<file path="src/ringPkg.sv">
/*
 * shared types for the bidirectional ring switch
 * node-ID and payload widths, flit and link structs,
 * inject routing decision and eject round-robin state
 */
package ringPkg;

	// node IDs fit up to 8 nodes on the ring
	localparam int NodeIdW = 3;

	// payload carried untouched from inject to eject
	localparam int PayloadW = 32;

	// one packet on the ring
	// dst picks the eject port, src travels along for the receiver
	typedef struct packed {
		logic [NodeIdW-1:0]  dst;
		logic [NodeIdW-1:0]  src;
		logic [PayloadW-1:0] payload;
	} ringFlit_t;

	// data plus send strobe, same shape on every path
	// ring links, inject, eject and FIFO heads
	// send high means flit is valid this cycle
	typedef struct packed {
		logic      send;
		ringFlit_t flit;
	} ringLink_t;

	// where an injected flit goes
	// eject when addressed to own node
	// otherwise the shorter way round, ties go clockwise
	typedef enum logic [1:0] {
		DirEject = 2'd0,
		DirCw    = 2'd1,
		DirCcw   = 2'd2
	} routeDir_e;

	// which ring input has first claim on the eject port
	// toggles to the other side after a ring eject
	typedef enum logic {
		SelCw  = 1'b0,
		SelCcw = 1'b1
	} ejectSel_e;

endpackage

</file>
<file path="src/linkFifo.sv">
/*
 * linkFifo
 * circular flit buffer for one router input
 * slotAvail from occupancy only, head presented with send = not empty
 */
module linkFifo #(
	parameter int fifoDepth = 4
) (
	input  logic               clk,
	input  logic               arstN,
	input  ringPkg::ringLink_t pushLink,
	output logic               slotAvail,
	output ringPkg::ringLink_t head,
	input  logic               pop
);
	import ringPkg::*;

	// pointer width, at least one bit for a single-entry FIFO
	localparam int AddrW = (fifoDepth > 1) ? $clog2(fifoDepth) : 1;
	localparam int CountW = $clog2(fifoDepth + 1);
	localparam logic [AddrW-1:0] LastAddr = AddrW'(fifoDepth - 1);
	localparam logic [CountW-1:0] FullCount = CountW'(fifoDepth);

	ringFlit_t         mem [fifoDepth];
	logic [AddrW-1:0]  wrPtr;
	logic [AddrW-1:0]  rdPtr;
	logic [CountW-1:0] count;
	logic              doPush;
	logic              doPop;

	// sender only raises send while slotAvail is high
	assign doPush = pushLink.send;
	// pop on empty is ignored
	assign doPop = pop && (count != '0);

	// registered occupancy only, nothing from send feeds back here
	assign slotAvail = (count != FullCount);

	assign head.send = (count != '0);
	assign head.flit = mem[rdPtr];

	// storage, written on accepted push
	always_ff @(posedge clk) begin
		if (doPush)
			mem[wrPtr] <= pushLink.flit;
	end

	// pointers and occupancy
	always_ff @(posedge clk or negedge arstN) begin
		if (!arstN) begin
			wrPtr <= '0;
			rdPtr <= '0;
			count <= '0;
		end else begin
			if (doPush)
				wrPtr <= (wrPtr == LastAddr) ? '0 : wrPtr + 1'b1;
			if (doPop)
				rdPtr <= (rdPtr == LastAddr) ? '0 : rdPtr + 1'b1;
			// simultaneous push and pop keeps the count
			if (doPush && !doPop)
				count <= count + 1'b1;
			else if (doPop && !doPush)
				count <= count - 1'b1;
		end
	end

endmodule

</file>
<file path="src/nodeArbiter.sv">
/*
 * nodeArbiter
 * routing of the inject head by modular ring distance
 * grants of cw, ccw and inject heads onto cw, ccw and eject outputs
 * eject round-robin between the two ring inputs
 */
module nodeArbiter #(
	parameter int numNodes = 7,
	parameter int nodeId = 0
) (
	input  logic               clk,
	input  logic               arstN,
	input  ringPkg::ringLink_t cwHead,
	input  ringPkg::ringLink_t ccwHead,
	input  ringPkg::ringLink_t injHead,
	input  logic               cwSlotAvail,
	input  logic               ccwSlotAvail,
	input  logic               ejectSlotAvail,
	output logic               cwPop,
	output logic               ccwPop,
	output logic               injPop,
	output ringPkg::ringLink_t cwOut,
	output ringPkg::ringLink_t ccwOut,
	output ringPkg::ringLink_t ejectOut
);
	import ringPkg::*;

	// one extra bit so dst + ring size never wraps
	localparam logic [NodeIdW:0] RingSize = (NodeIdW + 1)'(numNodes);
	localparam logic [NodeIdW:0] MyId = (NodeIdW + 1)'(nodeId);

	logic             cwWantEject;
	logic             cwWantFwd;
	logic             ccwWantEject;
	logic             ccwWantFwd;
	logic [NodeIdW:0] cwDist;
	logic [NodeIdW:0] ccwDist;
	routeDir_e        injDir;
	ejectSel_e        rrSel;
	logic             cwEjGrant;
	logic             ccwEjGrant;
	logic             injEjGrant;
	logic             cwFwdGrant;
	logic             ccwFwdGrant;
	logic             injCwGrant;
	logic             injCcwGrant;

	// ring heads either leave here or keep going their own way
	assign cwWantEject = cwHead.send && ({1'b0, cwHead.flit.dst} == MyId);
	assign cwWantFwd = cwHead.send && !cwWantEject;
	assign ccwWantEject = ccwHead.send && ({1'b0, ccwHead.flit.dst} == MyId);
	assign ccwWantFwd = ccwHead.send && !ccwWantEject;

	// shortest direction for the inject head
	always_comb begin
		cwDist = {1'b0, injHead.flit.dst} + RingSize - MyId;
		if (cwDist >= RingSize)
			cwDist = cwDist - RingSize;
		ccwDist = RingSize - cwDist;
		if ({1'b0, injHead.flit.dst} == MyId)
			injDir = DirEject;
		else if (cwDist <= ccwDist)
			injDir = DirCw;
		else
			injDir = DirCcw;
	end

	// eject port, ring inputs first, inject only when both are quiet
	always_comb begin
		cwEjGrant = 1'b0;
		ccwEjGrant = 1'b0;
		injEjGrant = 1'b0;
		if (ejectSlotAvail) begin
			if (cwWantEject && ccwWantEject) begin
				// both ring sides compete, round-robin decides
				cwEjGrant = (rrSel == SelCw);
				ccwEjGrant = (rrSel == SelCcw);
			end else if (cwWantEject) begin
				cwEjGrant = 1'b1;
			end else if (ccwWantEject) begin
				ccwEjGrant = 1'b1;
			end else begin
				injEjGrant = injHead.send && (injDir == DirEject);
			end
		end
	end

	// ring outputs, through traffic beats injected traffic
	assign cwFwdGrant = cwWantFwd && cwSlotAvail;
	assign ccwFwdGrant = ccwWantFwd && ccwSlotAvail;
	assign injCwGrant = injHead.send && (injDir == DirCw) && cwSlotAvail && !cwWantFwd;
	assign injCcwGrant = injHead.send && (injDir == DirCcw) && ccwSlotAvail && !ccwWantFwd;

	// a head leaves its FIFO at the edge where it is granted
	assign cwPop = cwEjGrant || cwFwdGrant;
	assign ccwPop = ccwEjGrant || ccwFwdGrant;
	assign injPop = injEjGrant || injCwGrant || injCcwGrant;

	// output muxes
	assign cwOut.send = cwFwdGrant || injCwGrant;
	assign cwOut.flit = cwFwdGrant ? cwHead.flit : injHead.flit;
	assign ccwOut.send = ccwFwdGrant || injCcwGrant;
	assign ccwOut.flit = ccwFwdGrant ? ccwHead.flit : injHead.flit;
	assign ejectOut.send = cwEjGrant || ccwEjGrant || injEjGrant;
	always_comb begin
		if (ccwEjGrant)
			ejectOut.flit = ccwHead.flit;
		else if (injEjGrant)
			ejectOut.flit = injHead.flit;
		else
			ejectOut.flit = cwHead.flit;
	end

	// other ring side gets first claim after a ring eject
	always_ff @(posedge clk or negedge arstN) begin
		if (!arstN)
			rrSel <= SelCw;
		else if (cwEjGrant)
			rrSel <= SelCcw;
		else if (ccwEjGrant)
			rrSel <= SelCw;
	end

endmodule

</file>
<file path="src/ringRouter.sv">
/*
 * ringRouter
 * one ring node, cw, ccw and inject input FIFOs
 * feeding the node arbiter
 */
module ringRouter #(
	parameter int numNodes = 7,
	parameter int nodeId = 0,
	parameter int fifoDepth = 4
) (
	input  logic               clk,
	input  logic               arstN,
	input  ringPkg::ringLink_t cwIn,
	output logic               cwInSlotAvail,
	input  ringPkg::ringLink_t ccwIn,
	output logic               ccwInSlotAvail,
	input  ringPkg::ringLink_t injectLink,
	output logic               injectSlotAvail,
	output ringPkg::ringLink_t cwOut,
	input  logic               cwOutSlotAvail,
	output ringPkg::ringLink_t ccwOut,
	input  logic               ccwOutSlotAvail,
	output ringPkg::ringLink_t ejectLink,
	input  logic               ejectSlotAvail
);
	import ringPkg::*;

	// FIFO heads and pops between buffers and arbiter
	ringLink_t cwHead;
	ringLink_t ccwHead;
	ringLink_t injHead;
	logic      cwPop;
	logic      ccwPop;
	logic      injPop;

	// from upstream cw neighbour
	linkFifo #(.fifoDepth(fifoDepth)) cwFifo (
		.clk(clk),
		.arstN(arstN),
		.pushLink(cwIn),
		.slotAvail(cwInSlotAvail),
		.head(cwHead),
		.pop(cwPop)
	);

	// from upstream ccw neighbour
	linkFifo #(.fifoDepth(fifoDepth)) ccwFifo (
		.clk(clk),
		.arstN(arstN),
		.pushLink(ccwIn),
		.slotAvail(ccwInSlotAvail),
		.head(ccwHead),
		.pop(ccwPop)
	);

	// external traffic entering at this node
	linkFifo #(.fifoDepth(fifoDepth)) injFifo (
		.clk(clk),
		.arstN(arstN),
		.pushLink(injectLink),
		.slotAvail(injectSlotAvail),
		.head(injHead),
		.pop(injPop)
	);

	nodeArbiter #(
		.numNodes(numNodes),
		.nodeId(nodeId)
	) arbiter0 (
		.clk(clk),
		.arstN(arstN),
		.cwHead(cwHead),
		.ccwHead(ccwHead),
		.injHead(injHead),
		.cwSlotAvail(cwOutSlotAvail),
		.ccwSlotAvail(ccwOutSlotAvail),
		.ejectSlotAvail(ejectSlotAvail),
		.cwPop(cwPop),
		.ccwPop(ccwPop),
		.injPop(injPop),
		.cwOut(cwOut),
		.ccwOut(ccwOut),
		.ejectOut(ejectLink)
	);

endmodule

</file>
<file path="src/ringSwitch.sv">
/*
 * ringSwitch
 * top level, numNodes routers on a bidirectional ring
 * cw links run node i to i+1, ccw links node i to i-1
 */
module ringSwitch #(
	parameter int numNodes = 7,
	parameter int fifoDepth = 4
) (
	input  logic                clk,
	input  logic                arstN,
	input  ringPkg::ringLink_t  injectLink [numNodes],
	output logic [numNodes-1:0] injectSlotAvail,
	output ringPkg::ringLink_t  ejectLink [numNodes],
	input  logic [numNodes-1:0] ejectSlotAvail
);
	import ringPkg::*;

	// cwLink[i] and ccwLink[i] are driven by node i
	ringLink_t           cwLink [numNodes];
	ringLink_t           ccwLink [numNodes];
	// cwSlot[i] and ccwSlot[i] come from node i input FIFOs
	logic [numNodes-1:0] cwSlot;
	logic [numNodes-1:0] ccwSlot;

	for (genvar i = 0; i < numNodes; i++) begin : nodeGen
		// ring neighbours, modular in both directions
		localparam int Prev = (i + numNodes - 1) % numNodes;
		localparam int Next = (i + 1) % numNodes;

		ringRouter #(
			.numNodes(numNodes),
			.nodeId(i),
			.fifoDepth(fifoDepth)
		) router0 (
			.clk(clk),
			.arstN(arstN),
			// cw traffic arrives from the previous node
			.cwIn(cwLink[Prev]),
			.cwInSlotAvail(cwSlot[i]),
			// ccw traffic arrives from the next node
			.ccwIn(ccwLink[Next]),
			.ccwInSlotAvail(ccwSlot[i]),
			.injectLink(injectLink[i]),
			.injectSlotAvail(injectSlotAvail[i]),
			.cwOut(cwLink[i]),
			.cwOutSlotAvail(cwSlot[Next]),
			.ccwOut(ccwLink[i]),
			.ccwOutSlotAvail(ccwSlot[Prev]),
			.ejectLink(ejectLink[i]),
			.ejectSlotAvail(ejectSlotAvail[i])
		);
	end

endmodule

</file>
<file path="config.mk">
export PLATFORM = sky130hd
export DESIGN_NAME = ringSwitch
export DESIGN_NICKNAME = d
export VERILOG_FILES = /design/src/ringPkg.sv /design/src/linkFifo.sv /design/src/nodeArbiter.sv /design/src/ringRouter.sv /design/src/ringSwitch.sv
export SDC_FILE = /design/constraint.sdc
export NUM_CORES = 2
export LEC_CHECK = 0
export ABC_AREA = 1
export BUFFER_PORTS_ARGS = -buffer_cell sky130_fd_sc_hd__buf_2
export CORE_MARGIN = 1.5
export CORE_UTILIZATION = 25
export CTS_CLUSTER_SIZE = 14
export DETAILED_ROUTE_END_ITERATION = 12
export MAX_ROUTING_LAYER = met4
export PLACE_DENSITY = 0.45
export SYNTH_ARGS = -nofsm -noshare
export SYNTH_HDL_FRONTEND = slang
export SYNTH_SLANG_ARGS = --single-unit
</file>
<file path="constraint.sdc">
create_clock -name clk -period 6.6 [get_ports clk]
set_input_delay 0.33 -clock clk [delete_from_list [all_inputs] [get_ports clk]]
set_output_delay 0.33 -clock clk [all_outputs]
set_load 0.005 [all_outputs]
</file>
### Yosys cells after proc, flatten, opt, wreduce, memory -nomap -nowiden

Memories as Yosys holds them, arrays and structs flattened.
Index checks and enable logic that the tools add are counted.

* multipliers: 0
* equal/unequal tests: 95
* mux-type cells: 266
* $add $sub $neg: 111
* reductions and logical operators: 346
* shift operators: 0
* magnitude comparators: 14
* bitwise gates (word level): 7
* div/mod/pow operators: 0

Operator list (number)
* 2-to-1 mux 38 bit: 28
* logical AND 1 bit: 161
* 2-to-1 mux 1 bit: 133
* 2-to-1 mux 3 bit: 42
* 2-to-1 mux 2 bit: 56
* equality test 2 bit (second input constant): 49
* adder 2 x 1 -> 2 bit (second input constant): 42
* logical NOT 1 bit: 70
* adder 3 x 1 -> 3 bit (second input constant): 21
* != test 3 bit (second input constant): 21
* nonzero test 3 bit: 21
* subtractor 3 x 1 -> 3 bit (second input constant): 21
* logical OR 1 bit: 56
* nonzero test 2 bit: 28
* subtractor 4 x 3 -> 4 bit (second input constant): 10
* adder 3 x 3 -> 4 bit (second input constant): 7
* >= comparator 4 x 3 -> 1 bit (second input constant): 7
* less-or-equal comparator 4 bit: 7
* 2-to-1 mux 4 bit: 7
* subtractor 3 x 4 -> 4 bit (first input constant): 7
* equality test 3 bit (second input constant): 9
* equality test 3 x 2 -> 1 bit (second input constant): 6
* equality test 2 x 1 -> 1 bit (second input constant): 7
* logical NOT 2 bit: 7
* 5 further kinds: 16

* memories kept: 21
* memory bits (writable): 3192
* output and inout port bits: 280
* input bits: 282
* ROM bits: 0
* logic and storage cells: 930
* bits in registers: 154
* bits in latches: 0

Memory list
* nodeGen[0].router0.ccwFifo.mem: words 4, width 38, rd ports 1, clocked after Yosys merged registers in 0, wr ports 1, RTL line linkFifo.sv:24 `ringFlit_t mem [fifoDepth];`
* nodeGen[0].router0.cwFifo.mem: words 4, width 38, rd ports 1, clocked after Yosys merged registers in 0, wr ports 1, RTL line linkFifo.sv:24
* nodeGen[0].router0.injFifo.mem: words 4, width 38, rd ports 1, clocked after Yosys merged registers in 0, wr ports 1, RTL line linkFifo.sv:24
* nodeGen[1].router0.ccwFifo.mem: words 4, width 38, rd ports 1, clocked after Yosys merged registers in 0, wr ports 1, RTL line linkFifo.sv:24
* nodeGen[1].router0.cwFifo.mem: words 4, width 38, rd ports 1, clocked after Yosys merged registers in 0, wr ports 1, RTL line linkFifo.sv:24
* nodeGen[1].router0.injFifo.mem: words 4, width 38, rd ports 1, clocked after Yosys merged registers in 0, wr ports 1, RTL line linkFifo.sv:24
* 15 more memories

### Longest topological paths before layout

An unclocked memory read counts as a cell.

* depth in word-level cells: 21
* mapped depth: 21
* gate-level depth less buffers: 19

### Modules after synthesis

A second synthesis with hierarchy kept.

* cell total of the unflattened synthesis: 13836
* area, all modules: 154329.3 sq um

By module, submodules not included
* linkFifo: cells each 498, area an instance 6617.6 sq um, instances 21, sequential area each 4739.5 sq um
* nodeArbiter (nodeGen[0].router0.arbiter0): cells each 482, area an instance 2233.4 sq um, instances 1, sequential area each 25.0 sq um
* nodeArbiter (nodeGen[5].router0.arbiter0): cells each 484, area an instance 2220.9 sq um, instances 1, sequential area each 25.0 sq um
* nodeArbiter (nodeGen[4].router0.arbiter0): cells each 482, area an instance 2199.6 sq um, instances 1, sequential area each 25.0 sq um
* nodeArbiter (nodeGen[3].router0.arbiter0): cells each 485, area an instance 2185.8 sq um, instances 1, sequential area each 25.0 sq um
* nodeArbiter (nodeGen[6].router0.arbiter0): cells each 481, area an instance 2183.3 sq um, instances 1, sequential area each 25.0 sq um
* nodeArbiter (nodeGen[1].router0.arbiter0): cells each 484, area an instance 2182.1 sq um, instances 1, sequential area each 25.0 sq um
* nodeArbiter (nodeGen[2].router0.arbiter0): cells each 480, area an instance 2154.6 sq um, instances 1, sequential area each 25.0 sq um

### Worst setup path after synthesis

OpenSTA, ideal clock, no wires.

* kind: flip-flop to flip-flop
* from: reg nodeGen[2].router0.ccwFifo.rdPtr[0]
* to: mem nodeGen[1].router0.ccwFifo.mem[0][0] (netlist name), enable pin
* buffers on the path: 2
* path slack: 2.019 ns
* clock period less this slack: 4.581 ns
* library setup time: 0.491 ns
* stages on the path, launching flop included: 10
* arrival: 4.090 ns
* data required time: 6.109 ns
* cells stage by stage: dfrtp_1 > inv_2 > buf_4 > nand2_1 > nand3_1 > nand2_1 > nand4_1 > nand3_1 > clkbuf_1 > a21boi_0

* cells in the longest elaborated chain, start to end: 10
* elaborated cells between the ends (all ways): 11
* those cells by class: eq/ne: 1; mux: 2; reduce/logical: 7; memory: 1

RTL lines
* start, declared: RTL line linkFifo.sv:26 `logic [AddrW-1:0] rdPtr;`
* start signal, assigned: RTL line linkFifo.sv:58 `rdPtr <= (rdPtr == LastAddr) ? '0 : rdPtr + 1'b1;`
* memory read (4 x 38 bit) (*)
* equality test 3 x 2 -> 1 bit (*): RTL line nodeArbiter.sv:51 `assign ccwWantEject = ccwHead.send && ({1'b0, ccwHead.flit.dst} == MyId);`
* logical AND 1 bit (*): RTL line nodeArbiter.sv:51
* logical NOT 1 bit (*): RTL line nodeArbiter.sv:52 `assign ccwWantFwd = ccwHead.send && !ccwWantEject;`
* logical AND 1 bit (*): RTL line nodeArbiter.sv:52
* logical NOT 1 bit: RTL line nodeArbiter.sv:92 `assign injCcwGrant = injHead.send && (injDir == DirCcw) && ccwSlotAvail && !ccwWantFwd;`
* logical AND 1 bit: RTL line nodeArbiter.sv:92
* logical OR 1 bit (*): RTL line nodeArbiter.sv:102 `assign ccwOut.send = ccwFwdGrant || injCcwGrant;`
* 2-to-1 mux 1 bit (*): RTL line linkFifo.sv:44 `if (doPush)`
* 2-to-1 mux 1 bit (not written as such) (*): RTL line linkFifo.sv:45 `mem[wrPtr] <= pushLink.flit;`
* end, declared: RTL line linkFifo.sv:24

Mark *: on every way between the ends. The rest lies on a longest branch, timed or not.

==> metrics.csv <==
metric,value,unit
run status,"complete, no violations",
Root Buffer,clkbuf_16,
complex-gate fraction of the synthesized area,0.110,
worst min-delay path class,in2reg,
Synth Register Bits,3346,
top cell family by delay on the critical path,simple AND/OR/NAND/NOR gates,
mux contribution to synthesized area,0.00601,
DRC,0,
most common cell type on the critical path,nand2_1,
Hold Path Depth,2,
CTS sink count,3346,
setup tns final,0,ns
Crit Path Class,reg2out,
gpl congestion,0.893,
CP startpoint kind,flop,
post-cts resize count,0,
first-pass GRT wire length,694000,um
beginning of the worst hold path,injectLink[168],
Crit Reg-Reg Endpoint,nodeGen[5].router0.cwFifo.count[2],
clock-pin slew on the worst setup and hold paths,0.06,ns
Die Span Y,753,um
Synth Area in Simple Gates,0.121,
crit path DAT,5.38,ns
slowest CP cell,dfrtp_2,
Synth Area in Adders,0.0149,
"Cell Area, Synth",0.141,mm^2
postcts setup bufs,0,
die width,753,um
Yosys warnings,0,
maximum clock rate,175,MHz
number of global-route vias before repair,88100,
grt total ovfl,0,
fin. max-slew vios,0,
worst path cell trace,"buf_4, nand2_1, o21ai_0, nand2_1, nand2_1, nand3_1, nor2_1, nand3_2, buf_4, nand2_1, nand2_1, o21ai_1, buf_2",
CTS tree,done,
htree depth,5,
relative slew slack,0.0751,
Synth cell types,42,
vias,95800,
CP max stage delay,0.91,ns
layout cells sized above 1,0.118,
main combinational cell family by area after synthesis,simple AND/OR/NAND/NOR gates,
cts hold-fix bufs,309,
Routed Antenna Nets,0,
largest net degree at the start of global routing,81,
register area share after synthesis,0.709,
Worst setup EP type,output pin,
critical-path maximum fanout,43,
Post-Synth XOR/XNOR Area,0.00268,
Worst Tran Pin Value,1.37,ns
core region area,0.561,mm^2
die area,0.567,mm^2
initial core utilization,0.251,
clk_lat worst skew,1.04,ns
Gate Count Post-Synth,11700,
initial antenna violation count,70,
total CTS buffers,376,
DPL Wire Length,358000,um
hold endpoint,nodeGen[2].router0.injFifo.mem[2][12],
WP data required,6.27,ns
worst r2r path cells,14,
Fin. Hold Viols,0,
worst clock skew,0.0978,ns
Placed Instances,19300,
Via-to-Cell Ratio,4.70,
# nets final,13000,
# IOs,562,
drt pass-1 iters,6,
Mapped Nets,12200,
clk buf depth,4,
overall routing resource usage,0.176,
max-cap check violation count,0,
period utilization,0.866,
wire per inst,24.8,um
Initial DRC Count,10400,
RSZ-0062 raised after global routing,no,
R2R setup slack,1.67,ns
Syn-to-layout area delta,19.2,%
Post-Layout Cell Count,20400,
Avg Inst Size Synth,12.0,um^2
port bufs,561,
setup violators final,0,
total routed wirelength,506000,um
reg-to-reg critical path startpoint,nodeGen[5].router0.ccwFifo.rdPtr[1],
min cycle time layout,5.71,ns
row count,275,
Worst Path Buf+Inv,3,
synth_stat cells (all sizes together):
cell type  instances  share of area
inv              512          0.014
o211ai            65         0.0035
xnor2             23         0.0014
nand3            299          0.011
o22ai            245          0.011
nand2           3278          0.088
ha               132          0.012
o31ai              1       0.000053
clkinv             1       0.000027
mux2i             72         0.0051
o21ai           1155          0.041
nor3              21        0.00075
edfxtp          3192           0.68
a21boi             3        0.00016
mux2              11        0.00088
buf              297          0.011
nand3b             3        0.00025
or2                1       0.000045
nor2             756          0.020
fa                22         0.0031
nor3b              1       0.000053
a21oi            538          0.019
a32o             455          0.032
a31oi              1       0.000045
dfrtp            154          0.027
clkbuf           426          0.011
a32oi             38         0.0024
xor2              20         0.0012
a21o               1       0.000053
nand4             25         0.0012
cell usage in the layout (no fill, tap or decap), types with 245 or more instances in the layout:
master and n:
nand2_1 3271, inv_1 457, buf_4 245, nand3_1 284
a21oi_1 537, clkbuf_16 378, dlygate4sd3_1 308, nor2_1 701
edfxtp_1 3192, buf_2 560, o21ai_0 1051, a32o_1 455
o22ai_1 245
area by class of cell:
class / instances / area [um^2]
multi-input cells: 7166 / 36300
flip-flops and latches: 3346 / 99700
clock buffers: 486 / 9980
clock inverters: 211 / 2410
fillers: 57000 / 393000
repair buffers: 1116 / 7790
inverters: 513 / 1930
well taps: 7479 / 9360
diodes: 63 / 158
logic make-up after synthesis:
| kind of cell | after synthesis |
|---|---|
| muxes | 83 |
| and+or+nand+nor | 4384 |
| AOI/OAI and AO/OA | 2502 |
| buffers and inverters | 1236 |
| adders and majority gates | 154 |
| DFF | 3346 |
| xor gates and xnor gates | 43 |
worst max path at each step:
stage | to | slack, ns | startpoint | cells past startpoint
global route | ejectLink[157] | 0.62 | nodeGen[2].router0.injFifo.rdPtr[0] | 13
detailed placement | nodeGen[5].router0.cwFifo.count[2] | 1.72 | nodeGen[5].router0.ccwFifo.rdPtr[1] | 14
global placement | nodeGen[5].router0.cwFifo.count[2] | 1.73 | nodeGen[5].router0.ccwFifo.rdPtr[1] | 14
CTS | ejectLink[64] | 0.94 | nodeGen[5].router0.ccwFifo.rdPtr[1] | 11
finish | ejectLink[185] | 0.89 | nodeGen[2].router0.injFifo.rdPtr[0] | 13
floorplan | nodeGen[1].router0.ccwFifo.mem[0][0] | 2.02 | nodeGen[2].router0.ccwFifo.rdPtr[0] | 9
routing by layer:
layer	global-route usage	vias up	share of wire
met3	0.0239	669	0.060
met4	0.0599	0	0.039
met2	0.276	3241	0.47
met5	-	-	0
li1	-	43800	-
met1	0.234	48100	0.44
state kept, by name (all words and copies together), names as in the netlist:
register	count
nodeGen.router0.cwFifo.rdPtr	14
nodeGen.router0.ccwFifo.mem	1064
nodeGen.router0.injFifo.count	21
nodeGen.router0.ccwFifo.count	21
nodeGen.router0.cwFifo.wrPtr	14
nodeGen.router0.cwFifo.mem	1064
nodeGen.router0.arbiter0.rrSel	7
nodeGen.router0.ccwFifo.rdPtr	14
nodeGen.router0.injFifo.wrPtr	14
nodeGen.router0.ccwFifo.wrPtr	14
nodeGen.router0.injFifo.rdPtr	14
nodeGen.router0.injFifo.mem	1064
nodeGen.router0.cwFifo.count	21
worst register-to-register path, stage by stage, from the launching register on:
cell and delay [ns]:
dfrtp_2 0.93, inv_1 0.63, nor2_1 0.22, o21ai_0 0.10, o21ai_0 0.16, nand4_1 0.22
o21ai_0 1.02, nand2_1 0.40, inv_1 0.15, ha_1 0.15, inv_1 0.06, fa_1 0.37
a21oi_1 0.14, o21ai_0 0.12, xor2_1 0.15
per-stage QoR:
stage          cell area (um^2)   util  hold slack, ns  setup slack, ns
2_1_floorplan            141000      -          0.0344             2.02
3_3_place_gp             152000  0.271           0.333             1.73
3_5_place_dp             152000  0.271           0.323             1.72
4_1_cts                  167000  0.299        0.000836            0.941
5_1_grt                  168000  0.299          0.0562            0.623
6_report                 168000  0.299          0.0819            0.886
Power is not shown: default switching activity piles up to over one toggle a cycle in this logic, so the estimate is an artifact.
